$ cat src/dram_pkg.sv
/* Shared widths, address window and queue sizes of the AXI-Lite DRAM model
   ReadLatency must be at least 1; the window starts on a word boundary */
package dram_pkg;

    localparam int unsigned AddrWidth = 32;
    localparam int unsigned DataWidth = 64;
    localparam int unsigned RespWidth = 2;

    typedef logic [AddrWidth-1:0] addr_t;
    typedef logic [DataWidth-1:0] data_t;
    typedef logic [RespWidth-1:0] resp_t;

    // Address window
    localparam int unsigned WordBytes    = 8;
    localparam int unsigned WordShift    = $clog2(WordBytes);
    localparam addr_t       DramBase     = 32'h8000_0000;
    localparam int unsigned MemWords     = 256;
    localparam int unsigned MemAddrWidth = $clog2(MemWords);
    localparam addr_t       WindowBytes  = addr_t'(MemWords * WordBytes);

    localparam resp_t RespOkay   = 2'b00;
    localparam resp_t RespSlvErr = 2'b10;

    // Write response FIFO
    localparam int unsigned BFifoDepth = 8;
    localparam int unsigned BPtrWidth  = $clog2(BFifoDepth);
    localparam int unsigned BCntWidth  = $clog2(BFifoDepth + 1);

    // Read path of the DRAM model
    localparam int unsigned ReadLatency   = 3;
    localparam int unsigned RspQueueDepth = 4;
    localparam int unsigned QPtrWidth     = $clog2(RspQueueDepth);
    localparam int unsigned QCntWidth     = $clog2(RspQueueDepth + 1);

    typedef enum logic {prio_read, prio_write} arb_state_e;

endpackage

$ cat src/b_resp_fifo.sv
/* Registered FIFO of write response codes, drives the B channel
   The writer must not push while full_o is high */
module b_resp_fifo import dram_pkg::*; (
    input  logic  clk_i,
    input  logic  rst_n_i,
    input  logic  push_i,
    input  resp_t push_resp_i,
    output logic  full_o,
    output logic  b_valid_o,
    output resp_t b_resp_o,
    input  logic  b_ready_i
);

    resp_t                mem_q [BFifoDepth];
    logic [BPtrWidth-1:0] wr_ptr_q;
    logic [BPtrWidth-1:0] rd_ptr_q;
    logic [BCntWidth-1:0] cnt_q;
    logic                 pop;

    assign pop       = b_valid_o && b_ready_i;
    assign full_o    = cnt_q == BCntWidth'(BFifoDepth);
    assign b_valid_o = cnt_q != '0;
    assign b_resp_o  = mem_q[rd_ptr_q];

    always_ff @(posedge clk_i) begin
        if (!rst_n_i) begin
            wr_ptr_q <= '0;
            rd_ptr_q <= '0;
            cnt_q    <= '0;
        end else begin
            if (push_i) begin
                wr_ptr_q <= (wr_ptr_q == BPtrWidth'(BFifoDepth - 1)) ? '0 : wr_ptr_q + 1'b1;
            end
            if (pop) begin
                rd_ptr_q <= (rd_ptr_q == BPtrWidth'(BFifoDepth - 1)) ? '0 : rd_ptr_q + 1'b1;
            end
            cnt_q <= cnt_q + BCntWidth'(push_i) - BCntWidth'(pop);
        end
    end

    always_ff @(posedge clk_i) begin
        if (push_i) begin
            mem_q[wr_ptr_q] <= push_resp_i;
        end
    end

    // Front end must honour full
    assert property (@(posedge clk_i) disable iff (!rst_n_i) full_o |-> !push_i);

endmodule

$ cat config.mk
export PLATFORM = sky130hd
export DESIGN_NAME = b_resp_fifo
export DESIGN_NICKNAME = d
export VERILOG_FILES = /design/src/dram_pkg.sv /design/src/b_resp_fifo.sv
export SDC_FILE = /design/constraint.sdc
export NUM_CORES = 1
export LEC_CHECK = 0
export BUFFER_PORTS_ARGS = -buffer_cell sky130_fd_sc_hd__buf_2
export CORE_MARGIN = 4
export CORE_UTILIZATION = 43
export CTS_CLUSTER_SIZE = 14
export DETAILED_ROUTE_END_ITERATION = 12
export HOLD_SLACK_MARGIN = 0.02
export SLEW_MARGIN = 10
export SYNTH_ARGS = -nofsm -noshare
export SYNTH_HDL_FRONTEND = slang
export SYNTH_SLANG_ARGS = --single-unit
export TNS_END_PERCENT = 10
$ cat constraint.sdc
create_clock -name clk_i -period 5.6 [get_ports clk_i]
set_input_delay 0.28 -clock clk_i [delete_from_list [all_inputs] [get_ports clk_i]]
set_output_delay 0.28 -clock clk_i [all_outputs]
set_load 0.05 [all_outputs]
Word-level counts from Yosys, hierarchy flattened

Memories as Yosys holds them, arrays and structs flattened. A register that Yosys moved wholly into a read port is not among the register bits.
Cells that the tools add are included.

Memories kept: 1
Flip-flop bits (word level): 10
Output and inout port bits: 4
Bits of input ports: 6
Bits in writable memories: 16
Word-level logic and storage cells: 19

Equality and inequality tests: 3
Add/subtract/negate cells: 4
Reduce and logical (&&, ||, !) cells: 2
Muxes and demuxes: 6

Memory list:

| name  | words | width | rd ports | clocked after memory_dff | wr ports | line              | source |
|---|---|---|---|---|---|---|---|
| mem_q | 8     | 2     | 1        | 1                        | 1        | b_resp_fifo.sv:14 | `resp_t mem_q [BFifoDepth];` |

Operator list:

| cell                  | number |
|---|---|
| $mux W3               | 4 |
| $add A3 B1 Y3 const B | 2 |
| $eq A3 B3 Y1 const B  | 2 |
| $add A4 B1 Y4         | 1 |
| $eq A4 B4 Y1 const B  | 1 |
| $reduce_bool A4 Y1    | 1 |
| $sub A4 B1 Y4         | 1 |
| $mux W1               | 2 |
| $logic_and A1 B1 Y1   | 1 |

Longest topological paths before layout

Gate-level depths: netlist of run 1.

Depth after elaboration: 4
Depth in mapped cells: 10
Depth with buffers taken out: 10

Least setup slack after synthesis of run 1

No wires, ideal clock.

Path kind: register to register
Start point: register cnt_q[2]
End point: register cnt_q[3]
Arrival time: 2.087 ns
Required time: 5.528 ns
Buffers on the path: 0
Stages on the path, launching flop included: 10
Path slack: 3.441 ns
Path through: dfxtp_1 -> inv_1 -> ha_1 -> or3b_4 -> nand2_2 -> or2_2 -> ha_1 -> a21o_1 -> a21oi_1 -> mux2i_1

Longest elaborated chain between the ends: 3

Ends and longest elaborated chain:

| what                   | line              | source |
|---|---|---|
| start, declared        | b_resp_fifo.sv:17 | `logic [BCntWidth-1:0] cnt_q;` |
| start signal, assigned | b_resp_fifo.sv:37 | `cnt_q <= cnt_q + BCntWidth'(push_i) - BCntWidth'(pop);` |
| $reduce_bool A4 Y1     | b_resp_fifo.sv:22 | `assign b_valid_o = cnt_q != '0;` |
| via b_valid_o          | b_resp_fifo.sv:9  | `output logic b_valid_o,` |
| $logic_and A1 B1 Y1    | b_resp_fifo.sv:20 | `assign pop = b_valid_o && b_ready_i;` |
| $sub A4 B1 Y4          | b_resp_fifo.sv:37 |  |

The timed path passes the listed nets, and every way through them passes these cells.
A chain may end at the register's enable or synchronous reset.

Final worst setup path of run 1

Start point: register cnt_q[2]
End point: register cnt_q[2]

Longest elaborated chain between the ends: 3

Ends and longest elaborated chain:

| what                                                  | line |
|---|---|
| branches (longest 2 deep; another with $add A4 B1 Y4) | n/a |
| $sub A4 B1 Y4 *                                       | b_resp_fifo.sv:37 |

Mark *: on every way between the ends.

==> summary.md, run 1 <==
| Metric | Value |
|---|---|
| Status | finished, final reports clean |
| Cells after Synth | 100 |
| Detail Route Antenna Nets | 0 |
| Clock slew at reported path FFs | 0.09 ns |
| Initial antenna violation count | 0 |
| Crit Reg-Reg Endpoint | cnt_q[2]$_SDFF_PN0_ |
| Worst hold path endpoint | mem_q[6][1]$_DFFE_PP_ |
| Leak Pwr | 0.5901 nW |
| Post-Syn Nets | ~120 |
| GPL Wtd Cong | 0.6662 |
| Mean Syn Cell Area | around 13 µm² |
| Total die area | about 0.004 mm² |
| Setup Fix Bufs, Post-CTS | 0 |
| Crit end category | flop |
| Critical path type | flop to flop |
| Top cell type's share of synthesized area | between 30 and 40% |
| H-tree level count | 2 |
| Min Tclk post-route | 2.109 ns |
| Seq/Total Area, Yosys | between 50% and 60% |
| Hold slack | 0.2481 ns |
| Final WL | approximately 1.9 mm |
| Root Buffer | clkbuf_4 |
| DR vias | 751 |
| Die height | 63.51 µm |
| CTS Sinks | 29 |
| Drt drc | 0 |
| Core Rows | 19 |
| Antenna cell count | 0 |
| Final setup skew | 0.005950 ns |
| CP arrival | 2.32 ns |
| Clock Latency Late Sink | approximately 0.31 ns |
| Rel. slew slack | 79.63% |
| Synthesis-stage register bit count | 29 |
| Wire length per cell | around 13 µm |
| Vias in the first global route | a little under 800 |
| Most instantiated cells after synthesis | edfxtp_1 (16), dfxtp_1 (13), nand2_1 (10) |
| Port bufs | 9 |
| Via density | 5.109 |
| Final Max Tran Viols | 0 |
| R2R depth | 10 |
| MaxCap Viol Count | 0 |
| Hold Buf Count CTS | 0 |
| YS warnings | 0 |
| RSZ-0062 raised after global routing | no |
| Initial DRC Count | 22 |
| Global-route wire length before repair | 3.594 mm |
| Leading area contributor after synthesis | edfxtp_1 |
| Dpl hpwl | around 1.5 mm |
| Setup Viol. Count Final | 0 |
| Width of the die | 63.51 µm |
| Least-Margin Pin Slew | 0.3032 ns |
| Final Non-Filler Cells | ~150 |
| Reg-to-Reg Start | cnt_q[2]$_SDFF_PN0_ |
| Hold path startpoint | push_resp_i[1] |
| Share of cells above drive strength 1 | 17.24% |
| Pin count of the biggest net entering global routing | 15 |
| Placed insts | 139 |
| Hold Violations, Final | 0 |
| Flop-to-flop setup slack | about 3.5 ns |
| Peak VDD IR | 0.2315 mV |
| Post-synth cell types | 25 |
| Longest Clk Path Bufs | 2 |
| Synth area leaders | edfxtp_1 (36%), dfxtp_1 (20%), ha_1 (8.5%) |
| Worst path required time | around 5.8 ns |
| Core Region | 0.002853 mm² |
| Post-CTS sizing | 0 |
| Most frequent cell after synthesis | edfxtp_1 |
| Starting Density | 46.45% |
| Cell area power density | 401.3 mW/mm² |
| Worst hold path depth | 1 |
| I/O Pins | 10 |
| Setup TNS | 0 ns |
| Max Freq | 0.4743 GHz |
| Cell area after synthesis | 0.001325 mm² |
| # nets final | 131 |
| Main synth FF type | edfxtp_1 |
| CP Max Fanout | 9 |
| Area growth syn-to-layout | 9.821% |
| Hold WC Path Type | input port to flop |
| Crit path launch type | flop |
| Cts bufs inserted | 5 |
| Number of synthesized flops with an enable pin | 16 |
| Asr flop ratio synth | 0% |
| Pre-Repair DR Iteration Count | 4 |
| CTS tree | built |
| GR Overflow Total | 0 |
| Final Cycle Share | 37.65% |
| All-Layer GR Usage | 12.08% |
==> cell families (layout without fill, tap and decap cells) <==
group                      Yosys count  count (layout)  synth area share (%)
and+or+nand+nor                     35              35                 13.50
DFF                                 29              29                 55.90
muxes                               15              15                 16.43
adders and majority gates           10              10                 10.01
buffers and inverters                6              22                 1.700
AOI/OAI and AO/OA                    4               4                 1.794
xor gates and xnor gates             1               1                0.6611
==> layout by cell type (no fill, tap or decap), drive strengths merged, types with 2 or more instances in the layout <==
master  instances
edfxtp         16
nor2            8
inv             5
ha              9
mux2            2
and2            4
mux4            4
buf             9
dfxtp          13
mux2i           9
clkbuf          5
nand2b          4
nand2          11
nor2b           2
clkinv          3
nor3            2
==> power by group <==
part	switching [mW]	total [mW]	leakage (nW)	internal [mW]
registers	0.0201	0.268	0.252	0.248
clock network	0.0689	0.114	0.0300	0.0453
logic	0.112	0.202	0.308	0.0901
==> stage by stage <==
step           util [%]  worst slack [ns]  total power [mW]  instance area [µm²]
6_report          51.01             3.491            0.5840                 1455
5_1_grt           51.01             3.334            0.6316                 1455
4_1_cts           51.01             3.469            0.5931                 1455
3_5_place_dp      49.25             3.486            0.4779                 1405
3_3_place_gp      49.25             3.513            0.4745                 1405
2_1_floorplan         -             3.442            0.4378                 1325
==> critical path: stages, from the launching register on <==
cell,delay [ns]
dfxtp_1,0.31
inv_1,0.06
ha_1,0.18
or3b_4,0.23
nand2_2,0.14
mux2i_1,0.19
ha_1,0.20
inv_1,0.06
fa_1,0.37
xnor2_1,0.13
and2_1,0.14
==> worst max path at each step <==
stage | startpoint | end | slack (ns) | cells after the start
floorplan | cnt_q[2]$_SDFF_PN0_ | cnt_q[3]$_SDFF_PN0_ | 3.44 | 9
global placement | cnt_q[2]$_SDFF_PN0_ | cnt_q[3]$_SDFF_PN0_ | 3.51 | 9
detailed placement | cnt_q[3]$_SDFF_PN0_ | cnt_q[2]$_SDFF_PN0_ | 3.49 | 10
CTS | cnt_q[3]$_SDFF_PN0_ | cnt_q[2]$_SDFF_PN0_ | 3.47 | 10
global route | cnt_q[2]$_SDFF_PN0_ | cnt_q[1]$_SDFF_PN0_ | 3.33 | 9
finish | cnt_q[2]$_SDFF_PN0_ | cnt_q[2]$_SDFF_PN0_ | 3.49 | 10
==> routing by layer <==
metal	share of wire, %	vias up	GRT usage, %
li1	-	389	-
met1	47	352	14.71
met2	48	8	17.34
met3	3.9	2	6.572
met4	1.1	0	5.660
met5	0	-	0
==> final cells by class <==
| type | count | area, µm² |
|---|---|---|
| inverter | 5 | 18.77 |
| timing repair buffer | 9 | 45.04 |
| fill | 251 | 1398 |
| clock inverter | 3 | 12.51 |
| sequential | 29 | 740.7 |
| multi-input combinational | 65 | 561.8 |
| tap | 31 | 38.79 |
| clock buffer | 5 | 37.54 |
(Power assumes the default switching activity.)
==> inputs of run 2 (changes only) <==
- clock period: 5.6 -> 1.72 ns (I/O delays scaled with it)
==> summary.md, run 2 (same netlist as run 1, synthesis figures left out) <==
| Metric | Value |
|---|---|
| Register area | 747.0 µm² (was 740.7 µm²) |
| Wire length per cell | 13.58 µm (was 13.25 µm) |
| Area growth syn-to-layout | 18.51% (was 9.821%) |
| Peak VDD IR | 0.7078 mV (was 0.2315 mV) |
| Width of the die | 63.51 µm (unchanged) |
| Final WS setup | -0.1841 ns (was 3.491 ns) |
| MaxCap Viol Count | 0 (unchanged) |
| RSZ-0062 raised after global routing | yes (was no) |
| GR Overflow Total | 0 (unchanged) |
| Final Cycle Share | 110.7% (was 37.65%) |
| GPL Wtd Cong | 0.7447 (was 0.6662) |
| Crit path cell chain | inv_2 > ha_2 > or3b_4 > nand2_4 > mux2i_1 > ha_2 > inv_2 > fa_2 > xnor2_1 > and2_1 (was inv_1 > ha_1 > or3b_4 > nand2_2 > mux2i_1 > ha_1 > inv_1 > fa_1 > xnor2_1 > and2_1) |
| Starting Density | 46.45% (unchanged) |
| # nets final | 138 (was 131) |
| Hold Violations, Final | 0 (unchanged) |
| Cts bufs inserted | 5 (unchanged) |
| Leak Pwr | 0.6314 nW (was 0.5901 nW) |
| Final WL | 2.091 mm (was 1.948 mm) |
| Pre-Repair DR Iteration Count | 3 (was 4) |
| Critical path type | flop to flop (unchanged) |
| Core Region | 0.002853 mm² (unchanged) |
| Multi-input gate area | 565.5 µm² (was 561.8 µm²) |
| Via density | 5.065 (was 5.109) |
| Min Tclk post-route | 1.904 ns (was 2.109 ns) |
| Port bufs | 9 (unchanged) |
| Final Core Density | 55.04% (was 51.01%) |
| Delay-heaviest family, CP | adder cells (unchanged) |
| CP Max Fanout | 4 (was 9) |
| Crit path largest cell delay | 0.34 ns (was 0.37 ns) |
| Status | finished, violations left (was finished, final reports clean) |
| Power consumption | 2.269 mW (was 584.0 µW) |
| Initial antenna violation count | 0 (unchanged) |
| Clock Latency Late Sink | 0.32 ns (was 0.31 ns) |
| CTS Sinks | 29 (unchanged) |
| Setup Viol. Count Final | 5 (was 0) |
| DR vias | 780 (was 751) |
| Die height | 63.51 µm (unchanged) |
| Area post-placement | 0.001459 mm² (was 0.001405 mm²) |
| I/O Pins | 10 (unchanged) |
| Pin count of the biggest net entering global routing | 15 (unchanged) |
| Core Rows | 19 (unchanged) |
| Setup TNS | -0.5255 ns (was 0 ns) |
| H-tree level count | 2 (unchanged) |
| CP arrival | 2.12 ns (was 2.32 ns) |
| Vias in the first global route | 758 (was 788) |
| Final setup skew | 0.005452 ns (was 0.005950 ns) |
| Fill cells | 261 (was 251) |
| Rel. slew slack | 78.44% (was 79.63%) |
| Commonest non-fill, non-tap cells in the layout | edfxtp_1 (16), nand2_1 (10), dfxtp_1 (10) (was edfxtp_1 (16), dfxtp_1 (13), nand2_1 (10)) |
| Worst path required time | 1.94 ns (was 5.81 ns) |
| Initial DRC Count | 38 (was 22) |
| Crit end category | flop (unchanged) |
| Share of cells above drive strength 1 | 32.52% (was 17.24%) |
| Failing checks | setup timing |
| Drt drc | 0 (unchanged) |
| Total die area | 0.004034 mm² (unchanged) |
| Most common cell after layout, fill and taps aside | edfxtp_1 (unchanged) |
| Antenna cell count | 0 (unchanged) |
| CTS tree | built (unchanged) |
| Longest Clk Path Bufs | 2 (unchanged) |
| Final Non-Filler Cells | 154 (was 147) |
| Placed insts | 144 (was 139) |
| Least-Margin Pin Slew | 0.3209 ns (was 0.3032 ns) |
| Setup Fix Bufs, Post-CTS | 0 (unchanged) |
| Buf+Inv Stages, Crit Path | 2 (unchanged) |
| Cell area power density | 1445 mW/mm² (was 401.3 mW/mm²) |
| DP Worst Slack | -0.1981 ns (was 3.486 ns) |
| Design Area, Final | 0.001570 mm² (was 0.001455 mm²) |
| Root Buffer | clkbuf_4 (unchanged) |
| Global-route wire length before repair | 3.505 mm (was 3.594 mm) |
| All-Layer GR Usage | 11.91% (was 12.08%) |
| Final Max Tran Viols | 0 (unchanged) |
| Hold WC Path Type | input port to flop (unchanged) |
| Slowest-stage cell, CP | dfxtp_2 (was fa_1) |
| Detail Route Antenna Nets | 0 (unchanged) |
| Clock slew at reported path FFs | 0.08 ns (was 0.09 ns) |
| Max Freq | 0.5252 GHz (was 0.4743 GHz) |
| Crit path launch type | flop (unchanged) |
| Dpl hpwl | 1.506 mm (was 1.530 mm) |
| Hold slack | 0.1121 ns (was 0.2481 ns) |
==> run 2: cell types whose count changed in the layout (fill, tap and decap cells not counted), moves of 2 or more <==
cell           previous run  this run
ha_2                      0         2
buf_4                     0         5
dlygate4sd3_1             0         2
buf_6                     0         2
clkinv_1                  2         0
inv_1                     5         2
dfxtp_1                  13        10
mux4_2                    0         4
mux4_1                    4         0
dfxtp_2                   0         2
buf_2                     9         7
inv_2                     0         3
ha_1                      9         7
==> run 2: worst paths after layout <==
path | startpoint | end | slack, ns | cells after the start
worst min-delay path | rst_n_i | cnt_q[3]$_SDFF_PN0_ | 0.11 | 3
worst min register to register | rd_ptr_q[1]$_SDFFE_PN0P_ | flop | 0.50 | 2
worst max-delay path | cnt_q[3]$_SDFF_PN0_ | cnt_q[2]$_SDFF_PN0_ | -0.18 | 10
worst max register to register | cnt_q[3]$_SDFF_PN0_ | cnt_q[2]$_SDFF_PN0_ | -0.18 | 10
==> run 2: cell type report <==
class                      instances  area share, %
tap                               31          2.470
clock buffer                       7          3.506
multi-input combinational         65          36.02
inverter                           5          1.195
timing repair buffer              16          7.331
sequential                        29          47.57
clock inverter                     1          1.912
==> run 2: layer usage <==
metal	track usage (%)	routed length [µm]	vias up
met2	15.65	932	9
met5	0	0	-
met3	6.394	77	5
met4	7.278	43	0
met1	15.09	1038	366
li1	-	-	400
==> run 2: worst min-delay path, stage by stage <==
cell and delay (ns):
buf_2 0.17, nand2_1 0.08, mux2i_1 0.05
==> run 2: timing repair <==
item / 4_1_cts / 5_1_grt
hold endpoints to repair: 0 / 10
endpoints found under the setup margin: 5 / 5
hold buffers: 0 / 2
pin swaps: 1 / 0
resized for setup: 11 / 4
cloned: 0 / 0
==> run 2: report_power, final <==
group / leakage [nW] / total (mW) / internal [mW] / switching, mW
logic: 0.332 / 0.822 / 0.397 / 0.426
clock network: 0.0455 / 0.580 / 0.347 / 0.233
registers: 0.253 / 0.867 / 0.814 / 0.0526
