==> src/dram_pkg.sv <==
/* Shared widths, address window and queue sizes of the AXI-Lite DRAM model
   ReadLatency must be at least 1; the window starts on a word boundary */
package dram_pkg;

    localparam int unsigned AddrWidth = 32;
    localparam int unsigned DataWidth = 64;
    localparam int unsigned RespWidth = 2;

    typedef logic [AddrWidth-1:0] addr_t;
    typedef logic [DataWidth-1:0] data_t;
    typedef logic [RespWidth-1:0] resp_t;

    // Address window
    localparam int unsigned WordBytes    = 8;
    localparam int unsigned WordShift    = $clog2(WordBytes);
    localparam addr_t       DramBase     = 32'h8000_0000;
    localparam int unsigned MemWords     = 256;
    localparam int unsigned MemAddrWidth = $clog2(MemWords);
    localparam addr_t       WindowBytes  = addr_t'(MemWords * WordBytes);

    localparam resp_t RespOkay   = 2'b00;
    localparam resp_t RespSlvErr = 2'b10;

    // Write response FIFO
    localparam int unsigned BFifoDepth = 8;
    localparam int unsigned BPtrWidth  = $clog2(BFifoDepth);
    localparam int unsigned BCntWidth  = $clog2(BFifoDepth + 1);

    // Read path of the DRAM model
    localparam int unsigned ReadLatency   = 3;
    localparam int unsigned RspQueueDepth = 4;
    localparam int unsigned QPtrWidth     = $clog2(RspQueueDepth);
    localparam int unsigned QCntWidth     = $clog2(RspQueueDepth + 1);

    typedef enum logic {prio_read, prio_write} arb_state_e;

endpackage

==> src/lite_req_front.sv <==
/* AXI-Lite request front: AW and W are taken only together, one grant per cycle
   Out-of-window writes get SLVERR without a memory access */
module lite_req_front import dram_pkg::*; (
    input  logic                    clk_i,
    input  logic                    rst_n_i,
    input  addr_t                   aw_addr_i,
    input  logic                    aw_valid_i,
    output logic                    aw_ready_o,
    input  data_t                   w_data_i,
    input  logic                    w_valid_i,
    output logic                    w_ready_o,
    input  addr_t                   ar_addr_i,
    input  logic                    ar_valid_i,
    output logic                    ar_ready_o,
    output logic                    mem_req_valid_o,
    input  logic                    mem_req_ready_i,
    output logic                    mem_we_o,
    output logic [MemAddrWidth-1:0] mem_addr_o,
    output data_t                   mem_wdata_o,
    output logic                    mem_err_o,
    input  logic                    b_full_i,
    output logic                    b_push_o,
    output resp_t                   b_push_resp_o
);

    arb_state_e              arb_q;
    logic                    wr_in_win;
    logic                    rd_in_win;
    logic                    wr_elig;
    logic                    rd_elig;
    logic                    wr_grant;
    logic                    rd_grant;
    logic [MemAddrWidth-1:0] wr_idx;
    logic [MemAddrWidth-1:0] rd_idx;

    // Below DramBase wraps to a large offset and fails too
    function automatic logic in_window(addr_t addr);
        addr_t offset;
        offset = addr - DramBase;
        return offset < WindowBytes;
    endfunction

    function automatic logic [MemAddrWidth-1:0] word_index(addr_t addr);
        addr_t offset;
        offset = addr - DramBase;
        return offset[WordShift +: MemAddrWidth];
    endfunction

    assign wr_in_win = in_window(aw_addr_i);
    assign rd_in_win = in_window(ar_addr_i);
    assign wr_idx    = word_index(aw_addr_i);
    assign rd_idx    = word_index(ar_addr_i);

    // In-window writes also need the memory port
    assign wr_elig = aw_valid_i && w_valid_i && !b_full_i && (!wr_in_win || mem_req_ready_i);
    assign rd_elig = ar_valid_i && mem_req_ready_i;

    always_comb begin
        wr_grant = 1'b0;
        rd_grant = 1'b0;
        if (wr_elig && rd_elig) begin
            if (arb_q == prio_write) begin
                wr_grant = 1'b1;
            end else begin
                rd_grant = 1'b1;
            end
        end else begin
            wr_grant = wr_elig;
            rd_grant = rd_elig;
        end
    end

    // Loser of a contested cycle gets priority next time
    always_ff @(posedge clk_i) begin
        if (!rst_n_i) begin
            arb_q <= prio_read;
        end else if (wr_elig && rd_elig) begin
            arb_q <= wr_grant ? prio_read : prio_write;
        end
    end

    assign aw_ready_o = wr_grant;
    assign w_ready_o  = wr_grant;
    assign ar_ready_o = rd_grant;

    assign mem_req_valid_o = rd_grant || (wr_grant && wr_in_win);
    assign mem_we_o        = wr_grant;
    assign mem_addr_o      = wr_grant ? wr_idx : rd_idx;
    assign mem_wdata_o     = w_data_i;
    assign mem_err_o       = rd_grant && !rd_in_win;

    assign b_push_o      = wr_grant;
    assign b_push_resp_o = wr_in_win ? RespOkay : RespSlvErr;

    // Back-to-back contention alternates the winner
    assert property (@(posedge clk_i) disable iff (!rst_n_i)
        (wr_elig && rd_elig && $past(wr_elig && rd_elig) && $past(rst_n_i))
        |-> (wr_grant != $past(wr_grant)));

endmodule

==> config.mk <==
export PLATFORM = sky130hd
export DESIGN_NAME = lite_req_front
export DESIGN_NICKNAME = d
export VERILOG_FILES = /design/src/dram_pkg.sv /design/src/lite_req_front.sv
export SDC_FILE = /design/constraint.sdc
export NUM_CORES = 1
export LEC_CHECK = 0
export BUFFER_PORTS_ARGS = -buffer_cell sky130_fd_sc_hd__buf_2
export CORE_AREA = 2 2 83 85
export DETAILED_ROUTE_END_ITERATION = 8
export DIE_AREA = 0 0 85 87
export GPL_ROUTABILITY_DRIVEN = 0
export PLACE_DENSITY = 0.62
export SLEW_MARGIN = 20
export SYNTH_ARGS = -nofsm -noshare
export SYNTH_HDL_FRONTEND = slang
export SYNTH_SLANG_ARGS = --single-unit
==> constraint.sdc <==
create_clock -name clk_i -period 1.4 [get_ports clk_i]
set_clock_uncertainty 0.2 [all_clocks]
set_input_delay 0.07 -clock clk_i [delete_from_list [all_inputs] [get_ports clk_i]]
set_output_delay 0.07 -clock clk_i [all_outputs]
set_load 0.005 [all_outputs]
* Yosys cells after proc, flatten, opt, wreduce, memory -nomap -nowiden *
Index checks and enable logic that the tools add are counted.
Widths: inputs -> output; s select.

storage, ports and cells
  register bits after elaboration = 1
  input bits = 135
  logic and storage cells = 24

operators by class
  add/sub/neg operators = 2
  order comparisons = 2
  muxes and demuxes = 7
  reductions and logical operators = 12

operators with widths
  operator                count
  $lt 32x12->1 const B    2
  $sub 32x32->32 const B  2
  $mux 8                  1
  $logic_and 1x1->1       7
  $mux 1                  5
  $logic_not 1->1         3
  $logic_or 1x1->1        2
  $mux 2                  1

* Longest topological paths before layout *
Gate-level depths: netlist (run 1).

  depth in word-level cells = 9
  gate-level depth with buffers = 6
  gate-level depth less buffers = 4

* Least setup slack after synthesis (run 1) *
OpenSTA, ideal clock, no wires.

  path kind = input -> output
  from = input aw_addr_i[28]
  to = output b_push_o
  data arrival time = 1,248 ps
  required time = 1,130 ps
  setup slack = -118 ps
  stages = 6
  path buffers = 2
  cells stage by stage = or4_4 -> nor2_4 -> and3b_1 -> buf_6 -> nor2_1 -> buf_4

on the way
  longest elaborated chain between the ends = 7

RTL lines
  what                   RTL line              text
  start: declaration     lite_req_front.sv:6   input addr_t aw_addr_i,
  $sub 32x32->32 (*)     --
  $lt 32x12->1 (*)       lite_req_front.sv:40  return offset < WindowBytes;
  $logic_not 1->1 (*)    lite_req_front.sv:55  assign wr_elig = aw_valid_i && w_valid_i && !b_full_i && (!wr_in_win || mem_req_ready_i);
  $logic_or 1x1->1 (*)   lite_req_front.sv:55
  $logic_and 1x1->1 (*)  lite_req_front.sv:55
  $logic_and 1x1->1      lite_req_front.sv:61  if (wr_elig && rd_elig) begin
  $mux 1 (*)             lite_req_front.sv:61
  end: declaration       lite_req_front.sv:22  output logic b_push_o,

Every way passes the cells marked *; elsewhere a longest branch is shown, timed or not.

* Worst setup path in the final report (run 1) *
  from = input aw_addr_i[28]
  to = output mem_addr_o[6]

on the way
  longest elaborated chain between the ends = 8

RTL lines
  what                   RTL line              text
  $sub 32x32->32 (*)     --
  $lt 32x12->1 (*)       lite_req_front.sv:40
  $logic_not 1->1 (*)    lite_req_front.sv:55
  $logic_or 1x1->1 (*)   lite_req_front.sv:55
  $logic_and 1x1->1 (*)  lite_req_front.sv:55
  $logic_and 1x1->1      lite_req_front.sv:61
  $mux 1 (*)             lite_req_front.sv:61
  $mux 8 (*)             lite_req_front.sv:88  assign mem_addr_o = wr_grant ? wr_idx : rd_idx;
  end: declaration       lite_req_front.sv:18  output logic [MemAddrWidth-1:0] mem_addr_o,

Marks and branches as above.

==> run_results.csv, run 1 <==
group,metric,value,unit
outcome,outcome,"complete, but fails checks",
outcome,violations,"negative setup slack",
run,cap_viol_max_count,0,
global_routing,grt_usage,0.0862,
synth,ys_seq_area_frac,0.0205,
setup_path,cp_data_required_time,1.13,ns
synth,yosysUniqueCellTypes,28,
sta,fin_crit,1.71,ns
synth,ys.warnings.count,0,
finish,regMostFlops,"arb_q",
synth,synth_nets,269,
route,ant_nets,0,
route,finalWirelength,3.86,mm
placed_design,dpl.hpwl,2.94,mm
setup_path,worst-r2r-cell-count,3,
synth,syn_area,976,sq um
synth,synth.largest_area_cell,"buf_4",
global_routing,grt_max_degree,10,
setup_path,startpoint_type,"primary input",
setup_path,end_kind,"output pin",
sta,layout_setup_ws,-0.310,ns
cts,clk_transition_reported_paths,0,ns
route,dr.first_iter.drc_count,18,
finish,diodes,0,
setup_path,crit_arrival,1.44,ns
finish,final_common_cell,"buf_2",
cts,insertion_delay,0,ns
route,dr.pass1.iters,4,
setup_path,r2r_end,"arb_q",
hold_path,min_path_type,"primary input to flop",
sta,slew_violations,0,
route,via_count,1174,
route,routed_via_density,3.94,
synth,ys_ff_latch,1,
finish,syn_to_final_growth,77.7,%
setup_path,worstSetupEndpoint,"mem_addr_o[6]",
sta,rsz0062_at_grt,"true",
global_routing,gr-total-overflow,0,
die,core-area,0.00657,sq mm
synth,synthTopCellsByArea,"buf_4, a221o_1, mux2i_1",
die,io_pins,216,
pwr,power_density,244,mW/mm^2
finish,largest_registers,"arb_q x1",
pwr,ir_worst_vdd,0.167,mV
die,die_area,0.00740,sq mm
die,start_util,0.149,
finish,mostFrequentLayoutCells,"buf_2, dlygate4sd3_1, nand2_1",
placed_design,place_area,0.00105,sq mm
route,drc,0,
sta,setup_viol,14,
route,wl_per_cell,12.9,um
global_routing,grt_pass1_wl,5.24,mm
setup_path,criticalPathCategory,"primary input to output pin",
setup_path,cp-startpoint,"aw_addr_i[28]",
global_routing,grt_pass1_vias,1139,
finish,post_layout_nonfiller_instances,298,
setup_path,r2r_slack,0.38,ns
die,die-height,87,um
die,core.rowCount,30,
global_routing,antenna_found_initial,0,
finish,fin_nets,355,
pwr,power_leakage,0.898,nW
setup_path,critPathMaxFanout,9,
sta,hold_viol_final,0,
finish,drive_above_1_share,0.459,
finish,largest_reg_flops,1,
placed_design,place_inst,233,
placed_design,numPortBuffers,80,
synth,syn_inst,134,
finish,stdcell_area,0.00173,sq mm
setup_path,r2r-start,"arb_q",
sta,fmax,585,MHz
synth,synth.top_cell.area_share,0.523,
die,die_w,85,um
synth,synth.avg_cell_area,7.28,sq um
sta,fin_crit_sh,1.22,
[worst min path at each step]
stage | cells past startpoint | start | end | slack (ns)
CTS | 2 | rst_n_i | arb_q | 0.09
floorplan | 1 | rst_n_i | arb_q | -0.008
detailed placement | 0 | w_data_i[15] | mem_wdata_o[15] | -0.06
global route | 2 | rst_n_i | arb_q | 0.1
finish | 2 | rst_n_i | arb_q | 0.09
global placement | 0 | w_data_i[15] | mem_wdata_o[15] | -0.06
[kinds of logic after synthesis]
group	synth area share
and+or+nand+nor	0.186
muxes	0.0821
buffers and inverters	0.578
DFF	0.0205
AOI/OAI and AO/OA	0.121
other	0.00384
xor gates and xnor gates	0.00898
[Yosys cell counts]
cell,count
or4_4,2
mux2i_1,8
a21oi_2,1
nor4b_1,1
nor2_1,2
nand4_1,1
and3b_1,2
a41o_2,1
nor2_4,1
nand3b_1,1
xnor2_1,1
and2_1,1
nand3_1,1
inv_1,9
conb_1,1
buf_4,68
nor4_1,5
a221o_1,8
o21ai_0,1
buf_2,1
nor3_1,2
nand2_1,10
o21a_1,1
a21oi_1,1
clkbuf_1,1
buf_6,1
and4_2,1
dfxtp_1,1
[through the flow]
| step | setup slack (ns) | total power [mW] | hold slack [ns] | setup TNS, ns | util |
|---|---|---|---|---|---|
| 5_1_grt | -0.365 | 0.457 | 0.0973 | -4.16 | 0.264 |
| 3_5_place_dp | -0.337 | 0.248 | -0.0600 | -3.62 | 0.160 |
| 2_1_floorplan | -0.0714 | 0.259 | -0.00829 | -0.696 | - |
| 3_3_place_gp | -0.322 | 0.239 | -0.0600 | -3.51 | 0.160 |
| 4_1_cts | -0.326 | 0.422 | 0.0898 | -3.48 | 0.260 |
| 6_report | -0.310 | 0.422 | 0.0906 | -3.44 | 0.264 |
[worst max-delay path, cell delays in order]
cell and delay, ns:
buf_6 0.09, or4_4 0.53, nor2_4 0.15, and3b_2 0.21, buf_12 0.13, a221o_1 0.15, buf_2 0.11
[cell type report]
type	count	area (sq um)
fill	705	4830
timing repair buffer	155	1160
multi-input combinational	53	415
tap	80	100
inverter	9	33.8
sequential	1	20.0
[where the power goes]
group / internal (mW) / switching, mW / total [mW]
clock: 0 / 0 / 0
sequential: 0.0298 / 0.000395 / 0.0301
combinational: 0.253 / 0.139 / 0.392
[layer usage]
layer  vias to the layer above  track usage  routed length [um]
met5                         -            0                   0
met4                         0            0                   0
met3                         0       0.0133                 386
met2                       102        0.201                2310
met1                       519       0.0791                1160
li1                        553            -                   -
[timing repair]
action	in CTS	in global routing
setup buffers	0	1
endpoints found under the hold margin	64	0
endpoints found under the setup margin	14	15
pin swaps	1	2
gates cloned	0	0
hold buffers	64	0
resized for setup	2	4
Power figures use the tool's default switching activity.
==> run 2, diff against run 1 <==
==> constraint.sdc (replaced) <==
create_clock -name clk_i -period 1.4 [get_ports clk_i]
set_clock_uncertainty 0.2 [all_clocks]
set_input_delay 0.42 -clock clk_i [delete_from_list [all_inputs] [get_ports clk_i]]
set_output_delay 0.42 -clock clk_i [all_outputs]
set_load 0.005 [all_outputs]
==> run_results.csv, run 2 (synthesis gave the netlist of run 1 again) <==
group,metric,value,unit
setup_path,cp-startpoint,"aw_addr_i[28]",
setup_path,critPathMaxFanout,9,
pwr,p_seq_frac,0.116,
hold_path,min_path_type,"flop to flop",
setup_path,startpoint_type,"primary input",
setup_path,crit_arrival,1.78,ns
finish,stdcell_area,0.00117,sq mm
pwr,power_leakage,0.649,nW
setup_path,r2r_slack,0.47,ns
route,via_count,919,
sta,setup_viol,17,
finish,regArea,20.0,sq um
sta,whs,0.412,ns
global_routing,grt_max_degree,11,
pwr,p_int,0.174,mW
sta,hold_viol_final,0,
pwr,power_density,227,mW/mm^2
setup_path,cp_slowest_stage_delay,0.53,ns
setup_path,cp_data_required_time,0.78,ns
route,routed_via_density,3.93,
setup_path,r2r-start,"arb_q",
die,die_w,85,um
finish,nFillCells,750,
die,start_util,0.149,
route,drc,0,
placed_design,post-place-ws,-1.04,ns
finish,mostFrequentLayoutCells,"buf_2, nand2_1, inv_1, buf_6",
route,dr.first_iter.drc_count,8,
cts,insertion_delay,0,ns
setup_path,cpMaxStageDelayCell,"or4_4",
setup_path,end_kind,"output pin",
route,dr.pass1.iters,2,
pwr,p_switching,0.0922,mW
sta,fin_crit_sh,1.72,
finish,diodes,0,
placed_design,dpl.hpwl,2.70,mm
setup_path,crit_family,"simple AND/OR/NAND/NOR gates",
sta,layout_setup_ws,-1.00,ns
pwr,finalPower,0.266,mW
global_routing,grt_usage,0.0695,
die,core-area,0.00657,sq mm
finish,syn_to_final_growth,20.1,%
setup_path,path_cells,"buf_6, or4_4, nor2_4, and3b_2, buf_12, a221o_1, buf_2",
sta,fmax,416,MHz
global_routing,gr-total-overflow,0,
hold_path,hold_start,"arb_q",
route,ant_nets,0,
pwr,comb_power_share,0.884,
sta,rsz0062_at_grt,"true",
sta,slew_violations,0,
die,die-height,87,um
cts,clk_transition_reported_paths,0,ns
finish,largest_registers,"arb_q x1",
finish,drive_above_1_share,0.688,
pwr,netSwitchingFraction,0.346,
finish,regMostFlops,"arb_q",
pwr,ir_worst_vdd,0.0870,mV
global_routing,grt_pass1_vias,835,
global_routing,grt_pass1_wl,4.17,mm
finish,final_common_cell,"buf_2",
outcome,violations,"negative setup slack",
route,finalWirelength,2.98,mm
finish,largest_reg_flops,1,
run,cap_viol_max_count,0,
pwr,clkPwrFrac,0,
global_routing,antenna_found_initial,0,
setup_path,cp_num_buf_inv,3,
die,die_area,0.00740,sq mm
finish,post-route-util,0.178,
placed_design,place_area,0.00107,sq mm
finish,multi_input_area,462,sq um
setup_path,criticalPathCategory,"primary input to output pin",
finish,fin_nets,291,
outcome,outcome,"complete, but fails checks",
placed_design,numPortBuffers,80,
sta,fin_crit,2.40,ns
die,io_pins,216,
route,wl_per_cell,12.7,um
die,core.rowCount,30,
run 2: final timing paths:
path,to,depth (start not counted)
setup / recovery,mem_addr_o[3],7
hold / removal,arb_q,2
setup reg to reg,arb_q,2
hold reg to reg,arb_q,2
run 2: power groups by stage:
stage	Sequential, mW	Combinational (mW)	Clock (mW)
floorplan	0.0303	0.231	0
CTS	0.0306	0.231	0
global route	0.0309	0.263	0
detailed placement	0.0304	0.217	0
finish	0.0309	0.235	0
global placement	0.0304	0.212	0
run 2: what timing repair did:
item | in CTS | in global routing
endpoints found under the hold margin | 0 | 0
resized for setup | 9 | 8
setup buffers | 0 | 1
pin swaps | 6 | 8
endpoints found under the setup margin | 17 | 17
hold buffers | 0 | 0
run 2: cell type report:
| cell class | instances | area share |
|---|---|---|
| Multi-Input combinational cell | 53 | 0.394 |
| Inverter | 9 | 0.0288 |
| Tap cell | 80 | 0.0854 |
| Sequential cell | 1 | 0.0171 |
| Timing Repair Buffer | 91 | 0.475 |
run 2: worst min-delay path, cell delays in order, from the launching register on:
cell,delay (ns)
dfxtp_1,0.34
xnor2_2,0.13
and2_1,0.10
run 2: stage by stage:
step,std cells,setup TNS [ns]
after floorplan,134,-10.10
after global placement,233,-14.58
after detailed placement,233,-14.78
after CTS,233,-14.45
after global routing,234,-15.40
final,234,-14.25
run 2: routing by layer:
metal  GRT usage  routed length [um]  vias to the layer above
li1            -                   -                      426
met1      0.0509                 724                      407
met2       0.158                1730                       74
met3      0.0275                 450                       12
met4      0.0144                  68                        0
met5           0                   0                        -
==> run 3, diff against run 2 <==
- clock period: 1.4 -> 2 ns (I/O delays scaled with it)
==> run_results.csv, run 3 (synthesis gave the netlist of run 1 again) <==
group,metric,value,unit
placed_design,post-place-ws,-0.815,ns
finish,largest_registers,"arb_q x1",
route,via_count,919,
route,ant_nets,0,
finish,largest_reg_flops,1,
route,drc,0,
sta,setup_viol,16,
die,io_pins,216,
finish,final_common_cell,"buf_2",
sta,fin_crit,2.76,ns
outcome,violations,"negative setup slack",
route,routed_via_density,3.86,
sta,setup_tns,-10.60,ns
die,start_util,0.149,
finish,syn_to_final_growth,20.1,%
die,die-height,87,um
setup_path,cp_data_required_time,1.20,ns
sta,layout_setup_ws,-0.763,ns
global_routing,antenna_found_initial,0,
global_routing,gr-total-overflow,0,
setup_path,crit_arrival,1.96,ns
sta,slew_violations,0,
sta,fmax,362,MHz
setup_path,r2r_slack,1.03,ns
finish,mostFrequentLayoutCells,"buf_2, buf_6, nand2_1",
global_routing,grt_pass1_wl,4.33,mm
global_routing,grt_usage,0.0728,
hold_path,whs_path_depth,2,
route,dr.first_iter.drc_count,12,
pwr,power_density,161,mW/mm^2
setup_path,startpoint_type,"primary input",
global_routing,grt_pass1_vias,856,
setup_path,worst-r2r-cell-count,2,
setup_path,critPathMaxFanout,7,
finish,fin_nets,295,
die,die_area,0.00740,sq mm
hold_path,whs_endpoint,"arb_q",
die,die_w,85,um
cts,hold_buffers,0,
finish,drive_above_1_share,0.665,
setup_path,end_kind,"output pin",
hold_path,min_path_type,"flop to flop",
global_routing,grt_max_degree,11,
finish,post-route-util,0.178,
pwr,ir_worst_vdd,0.0492,mV
die,core.rowCount,30,
route,dr.pass1.iters,4,
placed_design,numPortBuffers,80,
finish,diodes,0,
die,core-area,0.00657,sq mm
pwr,power_leakage,0.661,nW
setup_path,criticalPathCategory,"primary input to output pin",
placed_design,place_area,0.00107,sq mm
sta,fin_crit_sh,1.38,
finish,nFillCells,741,
cts,insertion_delay,0,ns
hold_path,hold_start,"arb_q",
outcome,outcome,"complete, but fails checks",
finish,regMostFlops,"arb_q",
sta,rsz0062_at_grt,"true",
run,cap_viol_max_count,0,
sta,whs,0.471,ns
route,wl_per_cell,12.8,um
route,finalWirelength,3.05,mm
finish,stdcell_area,0.00117,sq mm
cts,clk_transition_reported_paths,0,ns
placed_design,dpl.hpwl,2.76,mm
sta,hold_viol_final,0,
setup_path,r2r_end,"arb_q",
setup_path,r2r-start,"arb_q",
-- run 3: what timing repair did --
| item | CTS | global route |
|---|---|---|
| endpoints found under the setup margin | 16 | 16 |
| gates resized for setup | 15 | 3 |
| setup buffers | 1 | 1 |
| pin swaps | 6 | 2 |
-- run 3: cell type report --
type                            instances  area, sq um  share of cell area
Inverter                                9         33.8              0.0288
Multi-Input combinational cell         53          427               0.364
Sequential cell                         1         20.0              0.0171
Tap cell                               80          100              0.0854
Timing Repair Buffer                   95          592               0.505
-- run 3: per-stage QoR --
stage	power, mW	cells
floorplan	0.182	134
global placement	0.171	237
detailed placement	0.174	237
CTS	0.188	237
global route	0.206	238
finish	0.189	238
-- run 3: worst max-delay path by stage --
stage | startpoint | to | slack [ns] | cells past startpoint
after floorplan | aw_addr_i[16] | b_push_o | -0.53 | 6
after global placement | aw_addr_i[16] | b_push_o | -0.81 | 8
after detailed placement | aw_addr_i[16] | aw_ready_o | -0.81 | 8
after CTS | aw_addr_i[28] | mem_addr_o[0] | -0.78 | 6
after global routing | aw_addr_i[24] | mem_addr_o[0] | -0.83 | 6
final | aw_addr_i[24] | mem_addr_o[4] | -0.76 | 7
-- run 3: layer usage --
metal | global-route usage | wire length (um) | vias up
li1 | - | - | 435
met4 | 0.0231 | 77 | 0
met1 | 0.0520 | 755 | 387
met2 | 0.156 | 1740 | 81
met3 | 0.0389 | 479 | 16
met5 | 0 | 0 | -
-- run 3: worst max-delay path, stage by stage --
cell,delay (ns)
buf_6,0.09
or4_4,0.54
nor2_4,0.14
and3b_2,0.21
buf_6,0.13
a221o_1,0.15
buf_2,0.11
-- run 3: power breakdown --
| part | switching [mW] | internal [mW] | leakage (nW) |
|---|---|---|---|
| Sequential | 0.000657 | 0.0208 | 0.00809 |
| Combinational | 0.0627 | 0.105 | 0.653 |
| Clock | 0 | 0 | 0 |
| Total | 0.0634 | 0.126 | 0.661 |
